<file path="config.mk">
export PLATFORM = sky130hd
export DESIGN_NAME = decode_stage
export DESIGN_NICKNAME = d
export VERILOG_FILES = /design/src/verilog/decode_pkg.sv /design/src/verilog/decode_latch.sv /design/src/verilog/decode_stage.sv /design/src/verilog/hazard_scoreboard.sv /design/src/verilog/inst_decoder.sv /design/src/verilog/reg_file.sv
export SDC_FILE = /design/constraint.sdc
export NUM_CORES = 2
export LEC_CHECK = 0
export BUFFER_PORTS_ARGS = -buffer_cell sky130_fd_sc_hd__buf_2
export CELL_PAD_IN_SITES_DETAIL_PLACEMENT = 1
export CELL_PAD_IN_SITES_GLOBAL_PLACEMENT = 2
export CORE_UTILIZATION = 52
export CTS_BUF_LIST = sky130_fd_sc_hd__clkbuf_8
export DETAILED_ROUTE_END_ITERATION = 16
export PLACE_DENSITY = 0.89
export SLEW_MARGIN = 0
export SYNTH_ARGS = -nofsm -noshare
export SYNTH_HDL_FRONTEND = slang
export SYNTH_SLANG_ARGS = --single-unit
</file>
<file path="constraint.sdc">
create_clock -name clk -period 7.7 [get_ports clk]
set_input_delay 0.77 -clock clk [delete_from_list [all_inputs] [get_ports clk]]
set_output_delay 0.77 -clock clk [all_outputs]
set_load 0.05 [all_outputs]
</file>
<file path="src/verilog/decode_pkg.sv">
`default_nettype none

package decode_pkg;

  //////////////////////////////////////////////////
  // Widths and sizes
  //////////////////////////////////////////////////
  localparam int XLEN     = 32;  // Data and PC width
  localparam int NUM_REGS = 32;
  localparam int REG_BITS = 5;   // Register number width

  // Internal opcodes, one per kept instruction
  typedef enum logic [5:0] {
    ADD, SUB, AND, OR, XOR, SLT, SLTU, SRA, SRL, SLL, MUL,
    ADDI, ANDI, ORI, XORI, SLTI, SLTIU, SRAI, SRLI, SLLI,
    LUI, AUIPC,
    LW, SW,
    JAL, JALR,
    BEQ, BNE, BLT, BGE, BLTU, BGEU,
    CSRR, CSRW,
    INVALID
  } iop_e;

  // Immediate formats
  typedef enum logic [2:0] {
    NONE,
    I,
    S,
    B,
    U,
    J
  } imm_type_e;

  //////////////////////////////////////////////////
  // RV32 major opcodes
  //////////////////////////////////////////////////
  localparam logic [6:0] OPC_OP     = 7'b0110011;
  localparam logic [6:0] OPC_OP_IMM = 7'b0010011;
  localparam logic [6:0] OPC_LUI    = 7'b0110111;
  localparam logic [6:0] OPC_AUIPC  = 7'b0010111;
  localparam logic [6:0] OPC_LOAD   = 7'b0000011;
  localparam logic [6:0] OPC_STORE  = 7'b0100011;
  localparam logic [6:0] OPC_JAL    = 7'b1101111;
  localparam logic [6:0] OPC_JALR   = 7'b1100111;
  localparam logic [6:0] OPC_BRANCH = 7'b1100011;
  localparam logic [6:0] OPC_SYSTEM = 7'b1110011;

  // ALU funct3, shared by OP and OP_IMM
  localparam logic [2:0] F3_ADD_SUB = 3'b000;
  localparam logic [2:0] F3_SLL     = 3'b001;
  localparam logic [2:0] F3_SLT     = 3'b010;
  localparam logic [2:0] F3_SLTU    = 3'b011;
  localparam logic [2:0] F3_XOR     = 3'b100;
  localparam logic [2:0] F3_SRL_SRA = 3'b101;
  localparam logic [2:0] F3_OR      = 3'b110;
  localparam logic [2:0] F3_AND     = 3'b111;
  localparam logic [2:0] F3_MUL     = 3'b000;

  // Memory, jump and system funct3
  localparam logic [2:0] F3_LW   = 3'b010;
  localparam logic [2:0] F3_SW   = 3'b010;
  localparam logic [2:0] F3_JALR = 3'b000;
  localparam logic [2:0] F3_CSRR = 3'b010;  // csrrs form
  localparam logic [2:0] F3_CSRW = 3'b001;  // csrrw form

  // Branch funct3
  localparam logic [2:0] F3_BEQ  = 3'b000;
  localparam logic [2:0] F3_BNE  = 3'b001;
  localparam logic [2:0] F3_BLT  = 3'b100;
  localparam logic [2:0] F3_BGE  = 3'b101;
  localparam logic [2:0] F3_BLTU = 3'b110;
  localparam logic [2:0] F3_BGEU = 3'b111;

  // funct7 values
  localparam logic [6:0] F7_BASE   = 7'b0000000;
  localparam logic [6:0] F7_ALT    = 7'b0100000;  // SUB and SRA
  localparam logic [6:0] F7_MULDIV = 7'b0000001;

endpackage

`default_nettype wire

</file>
<file path="src/verilog/decode_latch.sv">
`timescale 1ns/1ps
`default_nettype none

module decode_latch
  import decode_pkg::*;
(
  input  logic                clk,
  input  logic                reset,
  input  logic                in_valid,
  input  logic                stall,
  input  logic [XLEN-1:0]     pc,
  input  iop_e                op,
  input  logic [XLEN-1:0]     rs1_val,
  input  logic [XLEN-1:0]     rs2_val,
  input  logic [XLEN-1:0]     imm,
  input  logic [REG_BITS-1:0] rd,
  input  logic                is_br,
  input  logic                is_jmp,
  input  logic                rd_mem,
  input  logic                wr_mem,
  input  logic                wr_reg,
  output logic                de_valid,
  output logic [XLEN-1:0]     de_pc,
  output iop_e                de_op,
  output logic [XLEN-1:0]     de_rs1_val,
  output logic [XLEN-1:0]     de_rs2_val,
  output logic [XLEN-1:0]     de_imm,
  output logic [REG_BITS-1:0] de_rd,
  output logic                de_is_br,
  output logic                de_is_jmp,
  output logic                de_rd_mem,
  output logic                de_wr_mem,
  output logic                de_wr_reg
);

  logic load;

  assign load = in_valid && !stall;

  //////////////////////////////////////////////////
  // Latch toward execute, bubble is all zeros
  //////////////////////////////////////////////////
  always_ff @(posedge clk) begin
    if (reset || !load) begin
      de_valid   <= 1'b0;
      de_pc      <= '0;
      de_op      <= iop_e'(0);
      de_rs1_val <= '0;
      de_rs2_val <= '0;
      de_imm     <= '0;
      de_rd      <= '0;
      de_is_br   <= 1'b0;
      de_is_jmp  <= 1'b0;
      de_rd_mem  <= 1'b0;
      de_wr_mem  <= 1'b0;
      de_wr_reg  <= 1'b0;
    end else begin
      de_valid   <= 1'b1;
      de_pc      <= pc;
      de_op      <= op;
      de_rs1_val <= rs1_val;
      de_rs2_val <= rs2_val;
      de_imm     <= imm;
      de_rd      <= rd;
      de_is_br   <= is_br;
      de_is_jmp  <= is_jmp;
      de_rd_mem  <= rd_mem;
      de_wr_mem  <= wr_mem;
      de_wr_reg  <= wr_reg;
    end
  end

  // A stalled cycle must reach execute as a bubble
  assert property (@(posedge clk) disable iff (reset) stall |=> !de_valid)
    else $error("de_valid high after a stall");

endmodule

`default_nettype wire

</file>
<file path="src/verilog/decode_stage.sv">
`timescale 1ns/1ps
`default_nettype none

module decode_stage
  import decode_pkg::*;
(
  input  logic                clk,
  input  logic                reset,
  input  logic                fe_valid,
  input  logic [XLEN-1:0]     fe_inst,
  input  logic [XLEN-1:0]     fe_pc,
  input  logic                flush,      // Branch mispredict from execute
  input  logic                wb_wr_en,
  input  logic [REG_BITS-1:0] wb_rd,
  input  logic [XLEN-1:0]     wb_data,
  output logic                stall,      // Fetch holds while high
  output logic                de_valid,
  output logic [XLEN-1:0]     de_pc,
  output iop_e                de_op,
  output logic [XLEN-1:0]     de_rs1_val,
  output logic [XLEN-1:0]     de_rs2_val,
  output logic [XLEN-1:0]     de_imm,
  output logic [REG_BITS-1:0] de_rd,
  output logic                de_is_br,
  output logic                de_is_jmp,
  output logic                de_rd_mem,
  output logic                de_wr_mem,
  output logic                de_wr_reg
);

  // Decoder outputs
  iop_e                op;
  logic [XLEN-1:0]     imm;
  logic [REG_BITS-1:0] rs1;
  logic [REG_BITS-1:0] rs2;
  logic [REG_BITS-1:0] rd;
  logic                use_rs1;
  logic                use_rs2;
  logic                is_br;
  logic                is_jmp;
  logic                rd_mem;
  logic                wr_mem;
  logic                wr_reg;

  // Operands
  logic [XLEN-1:0]     rs1_val;
  logic [XLEN-1:0]     rs2_val;

  inst_decoder inst_decoder_inst (
    .inst    (fe_inst),
    .op      (op),
    .imm     (imm),
    .rs1     (rs1),
    .rs2     (rs2),
    .rd      (rd),
    .use_rs1 (use_rs1),
    .use_rs2 (use_rs2),
    .is_br   (is_br),
    .is_jmp  (is_jmp),
    .rd_mem  (rd_mem),
    .wr_mem  (wr_mem),
    .wr_reg  (wr_reg)
  );

  reg_file reg_file_inst (
    .clk       (clk),
    .reset     (reset),
    .wr_en     (wb_wr_en),
    .wr_addr   (wb_rd),
    .wr_data   (wb_data),
    .rd_addr_a (rs1),
    .rd_addr_b (rs2),
    .rd_data_a (rs1_val),
    .rd_data_b (rs2_val)
  );

  hazard_scoreboard hazard_scoreboard_inst (
    .clk      (clk),
    .reset    (reset),
    .in_valid (fe_valid),
    .flush    (flush),
    .rs1      (rs1),
    .rs2      (rs2),
    .use_rs1  (use_rs1),
    .use_rs2  (use_rs2),
    .rd       (rd),
    .wr_reg   (wr_reg),
    .wb_wr_en (wb_wr_en),
    .wb_rd    (wb_rd),
    .stall    (stall)
  );

  decode_latch decode_latch_inst (
    .clk        (clk),
    .reset      (reset),
    .in_valid   (fe_valid),
    .stall      (stall),
    .pc         (fe_pc),
    .op         (op),
    .rs1_val    (rs1_val),
    .rs2_val    (rs2_val),
    .imm        (imm),
    .rd         (rd),
    .is_br      (is_br),
    .is_jmp     (is_jmp),
    .rd_mem     (rd_mem),
    .wr_mem     (wr_mem),
    .wr_reg     (wr_reg),
    .de_valid   (de_valid),
    .de_pc      (de_pc),
    .de_op      (de_op),
    .de_rs1_val (de_rs1_val),
    .de_rs2_val (de_rs2_val),
    .de_imm     (de_imm),
    .de_rd      (de_rd),
    .de_is_br   (de_is_br),
    .de_is_jmp  (de_is_jmp),
    .de_rd_mem  (de_rd_mem),
    .de_wr_mem  (de_wr_mem),
    .de_wr_reg  (de_wr_reg)
  );

endmodule

`default_nettype wire

</file>
<file path="src/verilog/hazard_scoreboard.sv">
`timescale 1ns/1ps
`default_nettype none

module hazard_scoreboard
  import decode_pkg::*;
(
  input  logic                clk,
  input  logic                reset,
  input  logic                in_valid,
  input  logic                flush,
  input  logic [REG_BITS-1:0] rs1,
  input  logic [REG_BITS-1:0] rs2,
  input  logic                use_rs1,
  input  logic                use_rs2,
  input  logic [REG_BITS-1:0] rd,
  input  logic                wr_reg,
  input  logic                wb_wr_en,
  input  logic [REG_BITS-1:0] wb_rd,
  output logic                stall
);

  logic [NUM_REGS-1:0] in_use;  // One bit per pending destination
  logic                hazard;
  logic                accept;

  assign hazard = (use_rs1 && in_use[rs1]) || (use_rs2 && in_use[rs2]);
  assign stall  = flush || (in_valid && hazard);
  assign accept = in_valid && !stall;

  always_ff @(posedge clk) begin
    if (reset) begin
      in_use <= '0;
    end else begin
      if (wb_wr_en) in_use[wb_rd] <= 1'b0;
      if (accept && wr_reg) in_use[rd] <= 1'b1;  // Later write wins, set over clear
    end
  end

  // Decoder drops wr_reg for rd zero, so x0 is never pending
  assert property (@(posedge clk) disable iff (reset) !in_use[0])
    else $error("Scoreboard bit for x0 was set");

endmodule

`default_nettype wire

</file>
<file path="src/verilog/inst_decoder.sv">
`timescale 1ns/1ps
`default_nettype none

module inst_decoder
  import decode_pkg::*;
(
  input  logic [XLEN-1:0]     inst,
  output iop_e                op,
  output logic [XLEN-1:0]     imm,
  output logic [REG_BITS-1:0] rs1,
  output logic [REG_BITS-1:0] rs2,
  output logic [REG_BITS-1:0] rd,
  output logic                use_rs1,
  output logic                use_rs2,
  output logic                is_br,
  output logic                is_jmp,
  output logic                rd_mem,
  output logic                wr_mem,
  output logic                wr_reg
);

  logic [6:0] opcode;
  logic [2:0] funct3;
  logic [6:0] funct7;
  imm_type_e  fmt;       // Immediate format of op
  logic       is_rtype;  // Register-register ALU op

  assign opcode = inst[6:0];
  assign funct3 = inst[14:12];
  assign funct7 = inst[31:25];

  assign rs1 = inst[19:15];
  assign rs2 = inst[24:20];
  assign rd  = inst[11:7];

  //////////////////////////////////////////////////
  // Opcode match
  //////////////////////////////////////////////////
  always_comb begin
    op = INVALID;
    case (opcode)
      OPC_OP: begin
        if (funct7 == F7_MULDIV) begin
          if (funct3 == F3_MUL) op = MUL;
        end else if (funct7 == F7_ALT) begin
          if (funct3 == F3_ADD_SUB) op = SUB;
          else if (funct3 == F3_SRL_SRA) op = SRA;
        end else if (funct7 == F7_BASE) begin
          case (funct3)
            F3_ADD_SUB: op = ADD;
            F3_SLL:     op = SLL;
            F3_SLT:     op = SLT;
            F3_SLTU:    op = SLTU;
            F3_XOR:     op = XOR;
            F3_SRL_SRA: op = SRL;
            F3_OR:      op = OR;
            F3_AND:     op = AND;
            default:    op = INVALID;
          endcase
        end
      end
      OPC_OP_IMM: begin
        case (funct3)
          F3_ADD_SUB: op = ADDI;
          F3_SLT:     op = SLTI;
          F3_SLTU:    op = SLTIU;
          F3_XOR:     op = XORI;
          F3_OR:      op = ORI;
          F3_AND:     op = ANDI;
          F3_SLL:     op = (funct7 == F7_BASE) ? SLLI : INVALID;
          F3_SRL_SRA: begin
            if (funct7 == F7_BASE) op = SRLI;
            else if (funct7 == F7_ALT) op = SRAI;
          end
          default:    op = INVALID;
        endcase
      end
      OPC_LUI:   op = LUI;
      OPC_AUIPC: op = AUIPC;
      OPC_LOAD:  op = (funct3 == F3_LW) ? LW : INVALID;
      OPC_STORE: op = (funct3 == F3_SW) ? SW : INVALID;
      OPC_JAL:   op = JAL;
      OPC_JALR:  op = (funct3 == F3_JALR) ? JALR : INVALID;
      OPC_BRANCH: begin
        case (funct3)
          F3_BEQ:  op = BEQ;
          F3_BNE:  op = BNE;
          F3_BLT:  op = BLT;
          F3_BGE:  op = BGE;
          F3_BLTU: op = BLTU;
          F3_BGEU: op = BGEU;
          default: op = INVALID;  // 010 and 011 are reserved
        endcase
      end
      OPC_SYSTEM: begin
        if (funct3 == F3_CSRR) op = CSRR;
        else if (funct3 == F3_CSRW) op = CSRW;
      end
      default: op = INVALID;
    endcase
  end

  // Format follows from the matched op
  always_comb begin
    is_rtype = 1'b0;
    fmt      = NONE;
    case (op)
      ADD, SUB, AND, OR, XOR, SLT, SLTU, SRA, SRL, SLL, MUL: is_rtype = 1'b1;
      ADDI, ANDI, ORI, XORI, SLTI, SLTIU, SRAI, SRLI, SLLI: fmt = I;
      LW, JALR, CSRR, CSRW:                                 fmt = I;
      SW:                                                   fmt = S;
      BEQ, BNE, BLT, BGE, BLTU, BGEU:                       fmt = B;
      LUI, AUIPC:                                           fmt = U;
      JAL:                                                  fmt = J;
      default:                                              fmt = NONE;
    endcase
  end

  // Sign-extended immediate
  always_comb begin
    case (fmt)
      I:       imm = {{20{inst[31]}}, inst[31:20]};
      S:       imm = {{20{inst[31]}}, inst[31:25], inst[11:7]};
      B:       imm = {{20{inst[31]}}, inst[7], inst[30:25], inst[11:8], 1'b0};
      U:       imm = {inst[31:12], 12'b0};
      J:       imm = {{12{inst[31]}}, inst[19:12], inst[20], inst[30:21], 1'b0};
      default: imm = '0;
    endcase
  end

  //////////////////////////////////////////////////
  // Control flags
  //////////////////////////////////////////////////
  assign use_rs1 = is_rtype || (fmt inside {I, S, B});
  assign use_rs2 = is_rtype || (fmt inside {S, B});
  assign is_br   = (fmt == B);
  assign is_jmp  = (op == JAL) || (op == JALR);
  assign rd_mem  = (op == LW);
  assign wr_mem  = (op == SW);
  assign wr_reg  = !(op inside {SW, BEQ, BNE, BLT, BGE, BLTU, BGEU, CSRW, INVALID})
                   && (rd != '0);  // x0 target is discarded

endmodule

`default_nettype wire

</file>
<file path="src/verilog/reg_file.sv">
`timescale 1ns/1ps
`default_nettype none

module reg_file
  import decode_pkg::*;
(
  input  logic                clk,
  input  logic                reset,
  input  logic                wr_en,
  input  logic [REG_BITS-1:0] wr_addr,
  input  logic [XLEN-1:0]     wr_data,
  input  logic [REG_BITS-1:0] rd_addr_a,
  input  logic [REG_BITS-1:0] rd_addr_b,
  output logic [XLEN-1:0]     rd_data_a,
  output logic [XLEN-1:0]     rd_data_b
);

  logic [XLEN-1:0] regs [NUM_REGS];

  // Single write port, x0 is never written
  always_ff @(posedge clk) begin
    if (reset) begin
      for (int n = 0; n < NUM_REGS; n++) begin
        regs[n] <= '0;
      end
    end else if (wr_en && (wr_addr != '0)) begin
      regs[wr_addr] <= wr_data;
    end
  end

  // Asynchronous reads
  assign rd_data_a = (rd_addr_a == '0) ? '0 : regs[rd_addr_a];
  assign rd_data_b = (rd_addr_b == '0) ? '0 : regs[rd_addr_b];

endmodule

`default_nettype wire
</file>
==> metrics.yaml <==
seqCellArea_um2: 34300
grt_pass1_vias: 40800
top_register: "reg_file_inst.regs"
crit_required_ns: 6.93
grt_use_met2: 0.570
worstSetupEndpointType: "primary output"
regToRegSetupSlack_ns: 4.23
syn_to_final_growth_pct: 12.0
p_clk_frac: 0.385
p_seq_frac: 0.500
finalSetupViolCount: 0
slew_headroom: 0.168
antenna_found_initial: 39
fin_ws_ns: 2.94
max_stage_delay_ns: 0.36
wl_per_cell_um: 37.1
die_y_um: 344
rows: 124
ant_nets: 0
cts-resized-gates: 0
period_needed_ns: 4.76
first_pass_iters: 5
vias: 39700
io_buffers: 251
synth_cell_type_count: 76
synth.area.top_cells: "edfxtp_1 (51%), mux4_2 (24%), and2_1 (10%)"
intPower_mw: 11.2
hold_path.class: "primary input to flop"
die_area_um2: 118000
grt_start_max_net_pins: 131
finalSetupTns_ns: 0
multi_input_area_um2: 25500
synth.avg_cell_area_um2: 15.6
initial_core_util: 0.527
finalClockSkew_ns: 0.0574
drive_above_1_share: 0.328
fmax_mhz: 210
maxSlewViolCount: 0
ys.flop_type: "edfxtp_1"
grt_pass1_wl_mm: 303
use_met1: 0.491
start_kind: "primary input"
leakagePower_nw: 24.2
worst_slew_pin_slew_ns: 1.24
root_buffer: "clkbuf_8"
switching_share: 0.262
yosys_register_bits: 1201
layout_common_cells: "edfxtp_1 (1024), and2_1 (1002), mux4_2 (660), buf_2 (242), clkbuf_8 (224)"
pre_cts_ws_ns: 2.91
fp.coreArea_um2: 115000
cts_made_buffers: 199
crit_chain: "buf_2 > inv_1 > ha_1 > and2b_1 > o211ai_1 > a21boi_1 > o211ai_1 > and3_1 > a211o_1 > o21ai_4 > o311ai_0 > a21o_1 > buf_2"
path_buf_inv: 3
clkLatencyLatePin_ns: 0.91
drc: 0
yosys_warnings: 0
synth_edf_count: 1024
vias_per_cell: 6.88
finalWeightedCongestion: 0.852
final_common_cell: "edfxtp_1"
cp_top_family: "compound AO/OA/AOI/OAI gates"
cts_tree: "done"
ir_drop_mv: 0.180
power_density_nw_per_um2: 223
die_x_um: 344
grt.busiest_layer: "met2"
cts_sinks: 1201
ys_seq_area_frac: 0.565
track_usage: 0.369
yosysTopAreaCell: "edfxtp_1"
crit_slowest_cell: "a21boi_1"
n_fill_cell: 10500
place_hpwl_mm: 123
max_cap_violations: 0
finalHoldViolCount: 0
largest_register_ffs: 1024
synth_area_um2: 60700
fin_util: 0.591
grt-ovfl-total: 0
final.period_utilization: 0.618
power.switching_mw: 3.98
io-pin-count: 252
arrival_ns: 3.99
status: "complete, no violations"
final_nets: 4170
htree_levels: 4
clk_path_buf_depth: 3
finalWirelength_mm: 214
met3_usage: 0.104
postCtsSetupBuffers: 0
synth_top_cell_area_share: 0.506
rsz0062_at_grt: "false"
combPwrFrac: 0.115
cts.reportedPaths.clkPinSlew_ns: 0.06
crit_path_max_fanout: 8
hold_buffers: 0
async_flop_share: 0
critical_path_class: "primary input to primary output"
drtIter0Drc: 6591
synth_cells: 3880
cell families (layout without fill, tap and decap cells):
logic type      count (synthesis)  in the layout  synth area share
xor+xnor                        1              1          0.000144
fa+ha+maj                       4              4          0.000824
buf+inv                       420            743            0.0265
other cells                     1             54         0.0000618
mux                           728            728             0.256
flops                        1201           1201             0.565
compound gates                172            172            0.0195
simple gates                 1353           1353             0.132
path summary, 6_finish.rpt:
check             cells after the start                                to                               from
setup reg to reg                      9  decode_latch_inst.de_rs2_val[17]  hazard_scoreboard_inst.in_use[31]
hold / removal                        2       decode_latch_inst.de_pc[30]                          fe_pc[30]
hold reg to reg                       2  hazard_scoreboard_inst.in_use[8]   hazard_scoreboard_inst.in_use[8]
setup / recovery                     13                             stall                        fe_inst[13]
cell usage after synthesis, drive strengths merged, types with 5 or more instances:
cell	instances
nand3	31
nor3	10
nand2b	11
o31a	5
a21oi	22
inv	15
and3	47
or2	5
o41ai	6
and2	1002
clkbuf	312
o22ai	5
nor3b	5
buf	93
nand2	72
mux2i	66
nor2b	11
a21o	14
a211o	5
nor2	130
o21ai	59
edfxtp	1024
mux4	660
dfxtp	177
o211ai	20
per-stage QoR:
stage | cell area, um^2 | power (mW) | std cells | hold WS, ns
2_1_floorplan | 60800 | 8.77 | 3911 | 0.449
3_3_place_gp | 63900 | 9.34 | 5371 | 0.474
3_5_place_dp | 63900 | 9.41 | 5371 | 0.484
4_1_cts | 67900 | 15.1 | 5746 | 0.0604
5_1_grt | 68000 | 15.5 | 5755 | 0.0794
6_report | 68000 | 15.2 | 5768 | 0.104
final cells by class:
class,count,area share
Antenna cell,22,0.000810
Clock buffer,224,0.0453
Clock inverter,151,0.0144
Inverter,15,0.000847
Multi-Input combinational cell,2290,0.375
Sequential cell,1201,0.504
Tap cell,1512,0.0278
Timing Repair Buffer,353,0.0312
per-layer routing:
layer,up-vias,routed length [um],part of all wire
li1,15300,-,-
met1,20600,74800,0.35
met2,3182,101000,0.47
met3,575,28900,0.13
met4,8,9100,0.042
met5,-,47,0.00022
power by group through the flow:
| stage | sequential [mW] | combinational (mW) | clock (mW) |
|---|---|---|---|
| 6_report | 7.57 | 1.74 | 5.83 |
| 5_1_grt | 7.60 | 1.80 | 6.11 |
| 4_1_cts | 7.56 | 1.72 | 5.86 |
| 3_5_place_dp | 7.70 | 1.71 | 0 |
| 3_3_place_gp | 7.65 | 1.69 | 0 |
| 2_1_floorplan | 7.70 | 1.07 | 0 |
No activity file was read; power rests on OpenSTA's default activity.
